--- config.mk ---
export PLATFORM = sky130hd
export DESIGN_NAME = hart
export DESIGN_NICKNAME = d
export VERILOG_FILES = /design/src/hartPkg.sv /design/src/hart.sv /design/src/trapUnit.sv /design/src/hazardUnit.sv /design/src/execUnit.sv /design/src/regFile.sv /design/src/instrDecoder.sv /design/src/fetchUnit.sv
export SDC_FILE = /design/constraint.sdc
export NUM_CORES = 2
export LEC_CHECK = 0
export BUFFER_PORTS_ARGS = -buffer_cell sky130_fd_sc_hd__buf_2
export CAP_MARGIN = 40
export CORE_ASPECT_RATIO = 0.7
export CORE_MARGIN = 1.5
export CORE_UTILIZATION = 55
export CTS_CLUSTER_DIAMETER = 30
export DETAILED_ROUTE_END_ITERATION = 12
export PLACE_DENSITY = 0.78
export REMOVE_ABC_BUFFERS = 1
export SLEW_MARGIN = 0
export SYNTH_ARGS = -nofsm -noshare
export SYNTH_HDL_FRONTEND = slang
export SYNTH_SLANG_ARGS = --single-unit
--- constraint.sdc ---
create_clock -name clk -period 20.1 [get_ports clk]
set_clock_uncertainty 0.2 [all_clocks]
set_input_delay 4.02 -clock clk [delete_from_list [all_inputs] [get_ports clk]]
set_output_delay 4.02 -clock clk [all_outputs]
set_load 0.05 [all_outputs]
--- src/hartPkg.sv ---
// hart package with instruction views, control fields, trap causes and stage payloads
package hartPkg;

  ////////////////////////////////////////////////////////////
  // widths and opcodes
  ////////////////////////////////////////////////////////////

  // register and address width of the integer core
  localparam int xlen = 32;

  // major opcodes of the supported subset
  localparam logic [6:0] opReg    = 7'b0110011;
  localparam logic [6:0] opImm    = 7'b0010011;
  localparam logic [6:0] opLoad   = 7'b0000011;
  localparam logic [6:0] opStore  = 7'b0100011;
  localparam logic [6:0] opBranch = 7'b1100011;
  localparam logic [6:0] opJal    = 7'b1101111;

  ////////////////////////////////////////////////////////////
  // instruction word views
  ////////////////////////////////////////////////////////////

  typedef struct packed {
    logic [6:0] funct7;
    logic [4:0] rs2;
    logic [4:0] rs1;
    logic [2:0] funct3;
    logic [4:0] rd;
    logic [6:0] opcode;
  } rTypeT;

  typedef struct packed {
    logic [11:0] imm;
    logic [4:0]  rs1;
    logic [2:0]  funct3;
    logic [4:0]  rd;
    logic [6:0]  opcode;
  } iTypeT;

  // store immediate split around rs2 and rs1
  typedef struct packed {
    logic [6:0] immHi;
    logic [4:0] rs2;
    logic [4:0] rs1;
    logic [2:0] funct3;
    logic [4:0] immLo;
    logic [6:0] opcode;
  } sTypeT;

  // branch offset is scrambled, bit 0 is implied zero
  typedef struct packed {
    logic       imm12;
    logic [5:0] imm10to5;
    logic [4:0] rs2;
    logic [4:0] rs1;
    logic [2:0] funct3;
    logic [3:0] imm4to1;
    logic       imm11;
    logic [6:0] opcode;
  } bTypeT;

  typedef struct packed {
    logic       imm20;
    logic [9:0] imm10to1;
    logic       imm11;
    logic [7:0] imm19to12;
    logic [4:0] rd;
    logic [6:0] opcode;
  } jTypeT;

  // one fetched word, read through whichever format the opcode selects
  typedef union packed {
    rTypeT rType;
    iTypeT iType;
    sTypeT sType;
    bTypeT bType;
    jTypeT jType;
  } instrT;

  ////////////////////////////////////////////////////////////
  // control, causes and stage payloads
  ////////////////////////////////////////////////////////////

  typedef enum logic [2:0] {
    aluAdd,
    aluSub,
    aluAnd,
    aluOr,
    aluXor,
    aluSlt
  } aluOpT;

  typedef struct packed {
    logic  regWrite;
    logic  memRead;
    logic  memWrite;
    logic  branch;
    logic  branchNe;
    logic  jump;
    logic  aluSrcImm;
    aluOpT aluOp;
    logic  illegal;
  } ctrlT;

  // only illegal instruction can trap in this core
  typedef enum logic [3:0] {
    illegalInstr = 4'd2
  } causeT;

  // execute to writeback register
  typedef struct packed {
    logic            valid;
    logic [4:0]      rd;
    logic [xlen-1:0] data;
    logic [xlen-1:0] pc;
  } wbT;

  // retired instruction as seen outside the hart
  typedef struct packed {
    logic            valid;
    logic [xlen-1:0] pc;
    logic [4:0]      rd;
    logic [xlen-1:0] data;
  } retireT;

endpackage
--- src/hart.sv ---
// top level of the three-stage RV32I hart joining fetch, execute, hazard and trap units
`timescale 1ns/1ps

module hart import hartPkg::*; #(
  parameter logic [xlen-1:0] ResetVector = '0,
  parameter logic [xlen-1:0] TrapVector  = 32'h100
) (
  input  logic            clk,
  input  logic            rstN,
  // instruction port
  output logic [xlen-1:0] imemAddr,
  input  logic [31:0]     imemData,
  // data port
  output logic [xlen-1:0] dmemAddr,
  output logic [xlen-1:0] dmemWData,
  output logic            dmemRead,
  output logic            dmemWrite,
  input  logic [xlen-1:0] dmemRData,
  input  logic            dmemReady,
  // retire and trap status
  output retireT          retire,
  output logic            trapped,
  output logic [xlen-1:0] mepc,
  output causeT           mcause
);

  // F to E
  instrT           instrE;
  logic [xlen-1:0] pcE;
  logic            validE;

  // execute results back to fetch and control
  logic            redirectE;
  logic [xlen-1:0] targetE;
  logic            illegalE;
  logic            memWaitE;

  // trap steering
  logic            trapTaken;
  logic [xlen-1:0] trapTarget;

  // global control
  logic            stallF;
  logic            stallE;
  logic            flushE;

  // pc, next-pc choice and instruction register
  fetchUnit #(.ResetVector(ResetVector)) ifu (.*);

  // decode, registers, ALU, data access and writeback
  execUnit ieu (.*);

  // stall and flush control
  hazardUnit hzu (.*);

  // illegal instruction handling
  trapUnit #(.TrapVector(TrapVector)) trap (.*);

endmodule

--- src/trapUnit.sv ---
// trap unit recording mepc and mcause and steering fetch to the trap vector
`timescale 1ns/1ps

module trapUnit import hartPkg::*; #(
  parameter logic [xlen-1:0] TrapVector = 32'h100
) (
  input  logic            clk,
  input  logic            rstN,
  input  logic            illegalE,
  input  logic [xlen-1:0] pcE,
  output logic            trapTaken,
  output logic            trapped,
  output logic [xlen-1:0] trapTarget,
  output logic [xlen-1:0] mepc,
  output causeT           mcause
);

  // trap is taken in the same E cycle the illegal word is seen
  assign trapTaken  = illegalE;
  assign trapped    = trapTaken;
  assign trapTarget = TrapVector;

  ////////////////////////////////////////////////////////////
  // trap registers
  ////////////////////////////////////////////////////////////

  // loaded on the edge that ends the trapping cycle
  always_ff @(posedge clk) begin
    if (trapTaken) begin
      mepc   <= pcE;
      mcause <= illegalInstr;
    end
  end

  // the flush behind a trap means the next E cycle is empty
  trapOnce: assert property (@(posedge clk) disable iff (!rstN) trapTaken |=> !trapTaken)
    else $error("trap taken on two consecutive cycles");

endmodule

--- src/hazardUnit.sv ---
// hazard unit deciding the global stall and the flush of the F to E register
`timescale 1ns/1ps

module hazardUnit (
  input  logic memWaitE,
  input  logic redirectE,
  input  logic trapTaken,
  output logic stallF,
  output logic stallE,
  output logic flushE
);

  ////////////////////////////////////////////////////////////
  // stalls
  ////////////////////////////////////////////////////////////

  // a load or store waiting on memory freezes fetch and execute
  assign stallF = memWaitE;
  // execute keeps its instruction and sends a bubble to writeback
  assign stallE = memWaitE;

  ////////////////////////////////////////////////////////////
  // flush
  ////////////////////////////////////////////////////////////

  // taken branch, jal or trap kills the word behind it
  // a stalled cycle keeps everything in place instead
  assign flushE = (redirectE || trapTaken) && !memWaitE;

endmodule

--- src/execUnit.sv ---
// execute stage with forwarding, ALU, branch resolution, data access and writeback register
`timescale 1ns/1ps

module execUnit import hartPkg::*; (
  input  logic            clk,
  input  logic            rstN,
  input  instrT           instrE,
  input  logic [xlen-1:0] pcE,
  input  logic            validE,
  input  logic            stallE,
  output logic [xlen-1:0] dmemAddr,
  output logic [xlen-1:0] dmemWData,
  output logic            dmemRead,
  output logic            dmemWrite,
  input  logic [xlen-1:0] dmemRData,
  input  logic            dmemReady,
  output logic            redirectE,
  output logic [xlen-1:0] targetE,
  output logic            illegalE,
  output logic            memWaitE,
  output retireT          retire
);

  ctrlT            ctrlE;
  logic [xlen-1:0] immE;
  logic [4:0]      rs1E;
  logic [4:0]      rs2E;
  logic [4:0]      rdE;
  logic [xlen-1:0] rd1E;
  logic [xlen-1:0] rd2E;
  logic [xlen-1:0] opAE;
  logic [xlen-1:0] opBE;
  logic [xlen-1:0] srcBE;
  logic [xlen-1:0] aluResultE;
  logic [xlen-1:0] resultE;
  logic            equalE;
  logic            takenE;
  wbT              wbW;

  assign rs1E = instrE.rType.rs1;
  assign rs2E = instrE.rType.rs2;
  assign rdE  = instrE.rType.rd;

  instrDecoder dec (.instr(instrE), .ctrl(ctrlE), .imm(immE));

  // W stage writes through the same payload that goes out on retire
  regFile rf (
    .clk(clk),
    .rs1(rs1E),
    .rs2(rs2E),
    .rd1(rd1E),
    .rd2(rd2E),
    .we (wbW.valid),
    .wa (wbW.rd),
    .wd (wbW.data)
  );

  ////////////////////////////////////////////////////////////
  // operands and ALU
  ////////////////////////////////////////////////////////////

  // W result is one edge short of the register file, take it directly
  assign opAE  = (wbW.valid && wbW.rd != 5'd0 && wbW.rd == rs1E) ? wbW.data : rd1E;
  assign opBE  = (wbW.valid && wbW.rd != 5'd0 && wbW.rd == rs2E) ? wbW.data : rd2E;
  assign srcBE = ctrlE.aluSrcImm ? immE : opBE;

  always_comb begin
    case (ctrlE.aluOp)
      aluAdd:  aluResultE = opAE + srcBE;
      aluSub:  aluResultE = opAE - srcBE;
      aluAnd:  aluResultE = opAE & srcBE;
      aluOr:   aluResultE = opAE | srcBE;
      aluXor:  aluResultE = opAE ^ srcBE;
      aluSlt:  aluResultE = {{(xlen-1){1'b0}}, $signed(opAE) < $signed(srcBE)};
      default: aluResultE = '0;
    endcase
  end

  ////////////////////////////////////////////////////////////
  // branch, jump and trap report
  ////////////////////////////////////////////////////////////

  assign equalE    = (opAE == opBE);
  assign takenE    = ctrlE.branch && (ctrlE.branchNe ? !equalE : equalE);
  assign redirectE = validE && (takenE || ctrlE.jump);
  assign targetE   = pcE + immE;
  assign illegalE  = validE && ctrlE.illegal;

  ////////////////////////////////////////////////////////////
  // data access
  ////////////////////////////////////////////////////////////

  assign dmemAddr  = aluResultE;
  assign dmemWData = opBE;
  assign dmemRead  = validE && ctrlE.memRead;
  assign dmemWrite = validE && ctrlE.memWrite;
  // hazard unit turns this into the stall
  assign memWaitE  = (dmemRead || dmemWrite) && !dmemReady;

  // jal links pc plus 4, loads take the memory word
  always_comb begin
    if (ctrlE.jump) begin
      resultE = pcE + xlen'(4);
    end else if (ctrlE.memRead) begin
      resultE = dmemRData;
    end else begin
      resultE = aluResultE;
    end
  end

  ////////////////////////////////////////////////////////////
  // E to W register
  ////////////////////////////////////////////////////////////

  // held instructions leave a bubble, non-writers retire with rd of x0
  always_ff @(posedge clk) begin
    if (!rstN) begin
      wbW.valid <= 1'b0;
    end else begin
      wbW.valid <= validE && !ctrlE.illegal && !stallE;
    end
    wbW.rd   <= ctrlE.regWrite ? rdE : 5'd0;
    wbW.data <= ctrlE.regWrite ? resultE : '0;
    wbW.pc   <= pcE;
  end

  assign retire = '{valid: wbW.valid, pc: wbW.pc, rd: wbW.rd, data: wbW.data};

  // decoder never asks for a load and a store at once
  strobeExcl: assert property (@(posedge clk) disable iff (!rstN) !(dmemRead && dmemWrite))
    else $error("dmemRead and dmemWrite high together");

  // an unaccepted store is presented again unchanged
  storeHeld: assert property (@(posedge clk) disable iff (!rstN)
    (dmemWrite && !dmemReady) |=> dmemWrite && $stable(dmemAddr) && $stable(dmemWData))
    else $error("store changed while waiting for dmemReady");

endmodule

--- src/regFile.sv ---
// integer register file with two combinational reads and one clocked write
`timescale 1ns/1ps

module regFile import hartPkg::*; (
  input  logic            clk,
  input  logic [4:0]      rs1,
  input  logic [4:0]      rs2,
  output logic [xlen-1:0] rd1,
  output logic [xlen-1:0] rd2,
  input  logic            we,
  input  logic [4:0]      wa,
  input  logic [xlen-1:0] wd
);

  // x0 has no storage
  logic [xlen-1:0] regs [1:31];

  // written on the edge that ends the W cycle
  always_ff @(posedge clk) begin
    if (we && wa != 5'd0) begin
      regs[wa] <= wd;
    end
  end

  // reads of x0 return zero
  assign rd1 = (rs1 == 5'd0) ? '0 : regs[rs1];
  assign rd2 = (rs2 == 5'd0) ? '0 : regs[rs2];

endmodule

--- src/instrDecoder.sv ---
// instruction decoder producing the control fields and sign-extended immediate
`timescale 1ns/1ps

module instrDecoder import hartPkg::*; (
  input  instrT           instr,
  output ctrlT            ctrl,
  output logic [xlen-1:0] imm
);

  logic [6:0] opcode;
  logic [2:0] funct3;
  logic [6:0] funct7;

  // opcode and funct fields sit at the same bits in every format
  assign opcode = instr.rType.opcode;
  assign funct3 = instr.rType.funct3;
  assign funct7 = instr.rType.funct7;

  ////////////////////////////////////////////////////////////
  // immediate
  ////////////////////////////////////////////////////////////

  always_comb begin
    case (opcode)
      opImm, opLoad: imm = {{20{instr.iType.imm[11]}}, instr.iType.imm};
      opStore: imm = {{20{instr.sType.immHi[6]}}, instr.sType.immHi, instr.sType.immLo};
      // branch and jump offsets are in halfwords, low bit is zero
      opBranch: imm = {{19{instr.bType.imm12}}, instr.bType.imm12, instr.bType.imm11,
                       instr.bType.imm10to5, instr.bType.imm4to1, 1'b0};
      opJal: imm = {{11{instr.jType.imm20}}, instr.jType.imm20, instr.jType.imm19to12,
                    instr.jType.imm11, instr.jType.imm10to1, 1'b0};
      default: imm = '0;
    endcase
  end

  ////////////////////////////////////////////////////////////
  // control
  ////////////////////////////////////////////////////////////

  always_comb begin
    ctrl = '0;
    ctrl.aluOp = aluAdd;
    case (opcode)
      opReg: begin
        ctrl.regWrite = 1'b1;
        case ({funct7, funct3})
          {7'b0000000, 3'b000}: ctrl.aluOp = aluAdd;
          {7'b0100000, 3'b000}: ctrl.aluOp = aluSub;
          {7'b0000000, 3'b111}: ctrl.aluOp = aluAnd;
          {7'b0000000, 3'b110}: ctrl.aluOp = aluOr;
          {7'b0000000, 3'b100}: ctrl.aluOp = aluXor;
          {7'b0000000, 3'b010}: ctrl.aluOp = aluSlt;
          default: ctrl.illegal = 1'b1;
        endcase
      end
      opImm: begin
        // addi only
        ctrl.regWrite  = 1'b1;
        ctrl.aluSrcImm = 1'b1;
        ctrl.illegal   = (funct3 != 3'b000);
      end
      opLoad: begin
        // lw only, address is rs1 plus offset
        ctrl.regWrite  = 1'b1;
        ctrl.memRead   = 1'b1;
        ctrl.aluSrcImm = 1'b1;
        ctrl.illegal   = (funct3 != 3'b010);
      end
      opStore: begin
        ctrl.memWrite  = 1'b1;
        ctrl.aluSrcImm = 1'b1;
        ctrl.illegal   = (funct3 != 3'b010);
      end
      opBranch: begin
        // beq and bne compare rs1 with rs2
        ctrl.branch   = 1'b1;
        ctrl.branchNe = (funct3 == 3'b001);
        ctrl.illegal  = (funct3[2:1] != 2'b00);
      end
      opJal: begin
        ctrl.regWrite = 1'b1;
        ctrl.jump     = 1'b1;
      end
      default: ctrl.illegal = 1'b1;
    endcase
    // a trapping instruction changes no architectural state
    if (ctrl.illegal) begin
      ctrl.regWrite = 1'b0;
      ctrl.memRead  = 1'b0;
      ctrl.memWrite = 1'b0;
      ctrl.branch   = 1'b0;
      ctrl.jump     = 1'b0;
    end
  end

endmodule

--- src/fetchUnit.sv ---
// fetch unit holding the pc, choosing the next pc and registering the word into execute
`timescale 1ns/1ps

module fetchUnit import hartPkg::*; #(
  parameter logic [xlen-1:0] ResetVector = '0
) (
  input  logic            clk,
  input  logic            rstN,
  input  logic            stallF,
  input  logic            flushE,
  input  logic            redirectE,
  input  logic [xlen-1:0] targetE,
  input  logic            trapTaken,
  input  logic [xlen-1:0] trapTarget,
  output logic [xlen-1:0] imemAddr,
  input  logic [31:0]     imemData,
  output instrT           instrE,
  output logic [xlen-1:0] pcE,
  output logic            validE
);

  logic [xlen-1:0] pcF;
  logic [xlen-1:0] pcNext;

  ////////////////////////////////////////////////////////////
  // program counter
  ////////////////////////////////////////////////////////////

  // trap wins over a branch or jump, sequential fetch last
  always_comb begin
    if (trapTaken) begin
      pcNext = trapTarget;
    end else if (redirectE) begin
      pcNext = targetE;
    end else begin
      pcNext = pcF + xlen'(4);
    end
  end

  always_ff @(posedge clk) begin
    if (!rstN) begin
      pcF <= ResetVector;
    end else if (!stallF) begin
      pcF <= pcNext;
    end
  end

  // instruction memory is read combinationally from the current pc
  assign imemAddr = pcF;

  ////////////////////////////////////////////////////////////
  // F to E register
  ////////////////////////////////////////////////////////////

  // a flush kills the word fetched behind a redirect or trap
  always_ff @(posedge clk) begin
    if (!rstN) begin
      validE <= 1'b0;
    end else if (flushE) begin
      validE <= 1'b0;
    end else if (!stallF) begin
      validE <= 1'b1;
    end
  end

  // word and pc hold together with the valid bit during a data wait
  always_ff @(posedge clk) begin
    if (!stallF) begin
      instrE <= imemData;
      pcE    <= pcF;
    end
  end

  // branch, jump and trap targets all have to land on a word
  pcAligned: assert property (@(posedge clk) disable iff (!rstN) pcF[1:0] == 2'b00)
    else $error("fetch pc %h is not word aligned", pcF);

endmodule

# Word-level counts from Yosys, hierarchy flattened
# Memory sizes are Yosys's and may differ from the RTL's. A register that Yosys moved wholly into a read port is not among the register bits.
# Cells that the tools add are included.
# word_totals
ff_bits	199
latch_bits	0
ram_bits	992
mem_bits_ro	0
inputBits	67
output_inout_bits	205
elab_cells	101
mem_count	1
# classes
n_addsub	5
multipliers	0
div	0
n_lt_le_gt_ge	1
n_eq_ne	21
shift	0
n_mux	28
bitwise_logic	4
reduce_logical	32
# memory_table
name	depth	word_bits	rd	rd_clocked_by_memory_dff	write_ports	line	text
ieu.rf.regs	31	32	2	2	1	regFile.sv:16	logic [xlen-1:0] regs [1:31];
# op_table
op	n
2-to-1 mux 32 bit	9
one-hot mux 32 bit (6 select lines)	1
one-hot mux 32 bit (4 select lines)	1
adder 32 x 3 -> 32 bit, second input constant	2
adder 32 bit	2
AND 32 bit	1
equality test 32 bit	1
less-than comparator 32 bit	1
OR 32 bit	1
subtractor 32 bit	1
bitwise XOR 32 bit	1
equality test 10 x 3 -> 1 bit, second input constant	3
one-hot mux 3 bit (5 select lines)	1
equality test 7 x 6 -> 1 bit, second input constant	2
equality test 7 bit, second input constant	2
logical AND 1 bit	12
equality test 10 x 2 -> 1 bit, second input constant	1
equality test 10 x 9 -> 1 bit, second input constant	1
equality test 5 bit	2
logical NOT 10 bit	1
logical NOT 5 bit	2
2-to-1 mux 1 bit	10
2-to-1 mux 5 bit	2
equality test 7 x 2 -> 1 bit, second input constant	1
20 further kinds	30

# Logic depth before layout (Yosys ltp)
# depth
depth_word	13
ltp_mapped	28
depth_no_buf	23

# Cells and area by module
# A second synthesis with hierarchy kept.
# hier_totals
cells_unflattened	4590
hier_area_um2	63594.7
# modules_own_cells
module	instances	cells_per_inst	area_each_um2	seq_area_each_um2
regFile	1	2593	46489.6	29788.6
execUnit	1	1478	11029.3	1401.3
fetchUnit	1	357	4167.7	2582.5
trapUnit	1	72	1253.7	960.9
instrDecoder	1	87	629.4	0.0
hazardUnit	1	3	25.0	0.0

# Least setup slack after synthesis
# Ideal clock, no wire load.
# synth_path
path_kind	reg2out
from	register ieu.wbW, in the netlist ieu.retire[36]
to	output dmemAddr[26]
arrival_time_ps	6944
required_time_ps	15880
path_slack_ps	8936
stages_incl_launch_ff	22
n_path_buf	5
path_cell_list	dfxtp_1 -> clkbuf_1 -> xor2_1 -> nor4_1 -> and2_1 -> buf_2 -> clkbuf_1 -> clkbuf_1 -> nand2_1 -> o21ai_0 -> nor2_1 -> nor2_1 -> ha_1 -> clkbuf_1 -> a21o_1 -> o311ai_0 -> a21oi_1 -> o21ai_0 -> a2111o_1 -> nand3_1 -> nand2_1 -> o311ai_0
# synth_via
elab_chain_len	7
elab_cells_between_ends	15
classes_between	add/sub (2); eq/ne (2); mux (4); bitwise (3); reduce/logical (4)
# synth_rtl
element	line	text
from (decl)	execUnit.sv:38	wbT wbW;
nonzero test 5 bit	execUnit.sv:64	assign opBE = (wbW.valid && wbW.rd != 5'd0 && wbW.rd == rs2E) ? wbW.data : rd2E;
logical AND 1 bit	execUnit.sv:64	
logical AND 1 bit *	execUnit.sv:64	
2-to-1 mux 32 bit *	execUnit.sv:64	
net dmemWData[7]	hart.sv:15	output logic [xlen-1:0] dmemWData,
2-to-1 mux 32 bit *	execUnit.sv:65	assign srcBE = ctrlE.aluSrcImm ? immE : opBE;
subtractor 32 bit or adder 32 bit (tied branches)	execUnit.sv:70, execUnit.sv:69	
one-hot mux 32 bit (6 select lines) *	execUnit.sv:68	case (ctrlE.aluOp)
to (decl)	hart.sv:14	output logic [xlen-1:0] dmemAddr,
# The timed path passes the listed nets; every way through them passes the cells marked *.

==> reports/metrics.csv <==
stage,metric,value,unit
floorplan,Die Area,114000,µm²
cells_and_area,Nets,4782,
worst_setup_path,crit path DAT,9.55,ns
yosys,mux cell area share after synthesis,19.8,%
cells_and_area,Layout Cells excl Fill,6177,
clocking,# resized after CTS,0,
routing,Routed Antenna Nets,0,
min_path,hold depth,0,
routing,final WL,225,mm
global_route,vias in the first global route,43700,
yosys,synthesized flop and latch total,1201,
routing,TritonRoute pass-1 iters,8,
yosys,Post-synth EDFFs,1088,
yosys,Mapped Area,61600,µm²
power_and_ir_drop,Net Sw Frac,27.2,%
yosys,Avg Inst Size Synth,14.5,µm²
clocking,Root Buffer,clkbuf_16,
yosys,"Top FF cell, synth",edfxtp_1,
place,post-DP HPWL,142,mm
clocking,cts hold-fix bufs,0,
run,Max Cap Violations,0,
global_route,GRT Residual Overflow,0,
yosys,xor/xnor share of the synthesized area,1.41,%
sta,RSZ-0062 raised after global routing,false,
clocking,CTS tree,yes,
clocking,CTS clock-pin slew for the worst setup and hold paths,0.06,ns
floorplan,Die Wd,403,µm
floorplan,Die H,283,µm
sta,Peak Freq,0.0726,GHz
power_and_ir_drop,NetSw,0.00173,W
yosys,post-synth top area share,53.1,%
place,Placer Congestion,1.04,
sta,Final Hold Vio Count,0,
sta,fin. max-slew vios,0,
yosys,Compound-Gate Fraction of Synth Area,9.79,%
clocking,post-CTS setup buffers,0,
cells_and_area,"most common cell after layout, fill and taps aside",edfxtp_1,
floorplan,initial core utilization,55.6,%
worst_setup_path,kind of critical path,register to output pin,
worst_setup_path,startpoint types,register,
power_and_ir_drop,power share of the sequential group,42.8,%
yosys,dominant cell type by area after synthesis,edfxtp_1,
place,Inst Count DP,5873,
sta,Slew @ Worst Pin,1.46,ns
routing,DR vias,45700,
floorplan,# rows,102,
min_path,worst min path class,register to register,
clocking,CTS max path bufs,3,
yosys,largest family of logic cells by synthesized area,multiplexers,
global_route,largest net degree at the start of global routing,127,
power_and_ir_drop,Clock power frac,45.9,%
status,status,"finished, final reports clean",
power_and_ir_drop,Comb pwr share,11.3,%
global_route,total track usage,39.1,%
place,I/O Buffers,267,
power_and_ir_drop,Leakage Power,26.6,nW
clocking,H-tree levels,4,
floorplan,Core Footprint,111000,µm²
worst_setup_path,R2R setup slack,10.91,ns
routing,detailed-route DRC error count,0,
global_route,first-pass GRT wire length,317,mm
cells_and_area,Area Overhead vs Synth,15.0,%
yosys,ranking of synthesized cells by area,"edfxtp_1 (53%), mux4_2 (18%), dfxtp_1 (3.7%)",
cells_and_area,share of cells above drive strength 1,27.3,%
worst_setup_path,CP peak stage delay,0.74,ns
worst_setup_path,data required time of the worst path,15.88,ns
min_path,hold_sp,ifu.imemAddr[0]$_SDFFE_PN0P_,
power_and_ir_drop,cell internal pwr,0.00462,W
yosys,Cells after Synth,4257,
global_route,antenna violations before repair,9,
yosys,count of cell types in the netlist,82,
power_and_ir_drop,power density cells,89.6,nW/µm²
power_and_ir_drop,peak supply drop,0.101,mV
clocking,worst skew pair latency,0.81,ns
worst_setup_path,Crit Path Max Fanout,126,
floorplan,number of top-level pins,272,
worst_setup_path,CP Capture Type,output pin,
sta,Tcrit/Tclk final,68.5,%
clocking,CTS Sinks,1201,
worst_setup_path,Worst R2R Path Depth,26,
sta,clock period minus worst slack,13.77,ns
routing,Iter 0 DRT Violations,8220,
yosys,Simple-Gate Fraction of Synth Area,6.61,%
clocking,CTS Buf Count,159,
worst_setup_path,FF-to-FF End,ieu.retire[30]$_SDFF_PN0_,
cells_and_area,"commonest cells after routing, fill and taps aside","edfxtp_1 (1088), mux4_2 (479), nor2_1 (297), buf_2 (271), nand2_1 (270)",
routing,routed length per instance,36.4,µm
routing,Vias/cell,7.40,
worst_setup_path,slowest CP cell,dfxtp_4,
yosys,asr flop ratio synth,0,%
sta,setup violators final,0,
sta,slew margin rel.,2.63,%
yosys,post-synthesis sequential area ratio,56.7,%
min_path,WHS Endpoint,ifu.pcE[0]$_DFFE_PN_,
yosys,Ys Warns,0,
power_and_ir_drop,"Power, Total",0.00635,W
yosys,"share of synthesized cell area in full adder, half adder and majority cells",2.76,%
## cell usage after synthesis (all sizes together), types with 54 or more instances
cell type / number
a211oi: 80
a21oi: 235
buf: 114
clkbuf: 164
dfxtp: 113
edfxtp: 1088
ha: 131
inv: 130
mux2i: 138
mux4: 479
nand2: 270
nand3: 67
nor2: 333
o21ai: 112
o22ai: 54
## area by class of cell
cell class	instances	area (µm²)
clock inverters	115	1340
repair buffers	439	2840
fillers	7660	39900
well taps	1456	1820
clock buffers	178	4140
flip-flops and latches	1201	35000
multi-input cells	2647	25200
inverters	133	499
diodes	8	20.0
## state kept, by name, indices dropped and copies added (netlist names), named ones only
| signal | cells |
|---|---|
| ieu.retire | 70 |
| ieu.rf.regs | 992 |
| ifu.imemAddr | 32 |
| ifu.instrE | 32 |
| ifu.pcE | 32 |
| ifu.validE | 1 |
| trap.mepc | 32 |
## critical path, delay by kind of cell, from the launching register on
| kind | cells | cell delay (ns) |
|---|---|---|
| simple gates | 3 | 0.43 |
| buf+inv | 7 | 2.69 |
| fa+ha+maj | 2 | 0.78 |
| compound gates | 14 | 3.77 |
| flops | 1 | 0.74 |
## power groups by stage
stage               Sequential [W]  Clock (W)  Combinational [W]
CTS                        0.00272    0.00292           0.000682
finish                     0.00272    0.00292           0.000716
detailed placement         0.00277          0           0.000677
global placement           0.00277          0           0.000672
floorplan                  0.00281          0           0.000440
global route               0.00272    0.00302           0.000735
## worst max path at each step
stage / startpoint / endpoint / slack (ns) / depth (start not counted)
final: register / dmemAddr[30] / 6.33 / 26
after global routing: register / dmemAddr[26] / 6.04 / 24
after CTS: register / dmemAddr[26] / 6.57 / 23
after detailed placement: register / dmemAddr[26] / 7.45 / 23
after global placement: register / dmemAddr[26] / 7.49 / 23
after floorplan: register / dmemAddr[26] / -0.90 / 17
## cell families (layout without fill, tap and decap cells)
group           after synthesis  after routing
flops                      1201           1201
simple gates                904            904
compound gates              885            885
mux                         621            621
buf+inv                     411            865
fa+ha+maj                   134            134
xor+xnor                     99             99
other cells                   2             12
## metrics by stage
stage / hold WS (ns) / setup slack [ns] / utilization (%) / TNS (ns) / instance area [µm²]
CTS: 0.258 / 6.57 / 63.9 / 0 / 70800
global route: 0.294 / 6.04 / 63.9 / 0 / 70800
floorplan: 0.194 / -0.904 / - / -4.51 / 60300
global placement: 0.239 / 7.49 / 58.7 / 0 / 65000
detailed placement: 0.237 / 7.45 / 59.0 / 0 / 65300
finish: 0.267 / 6.33 / 63.9 / 0 / 70800
## layer usage
layer	up-vias	GRT usage [%]	part of all wire [%]
li1	17800	-	-
met1	22600	53.5	35
met2	4443	52.3	40
met3	835	18.3	19
met4	10	19.1	5.7
met5	-	1.80	0.18
No activity file was read; power rests on OpenSTA's default activity.
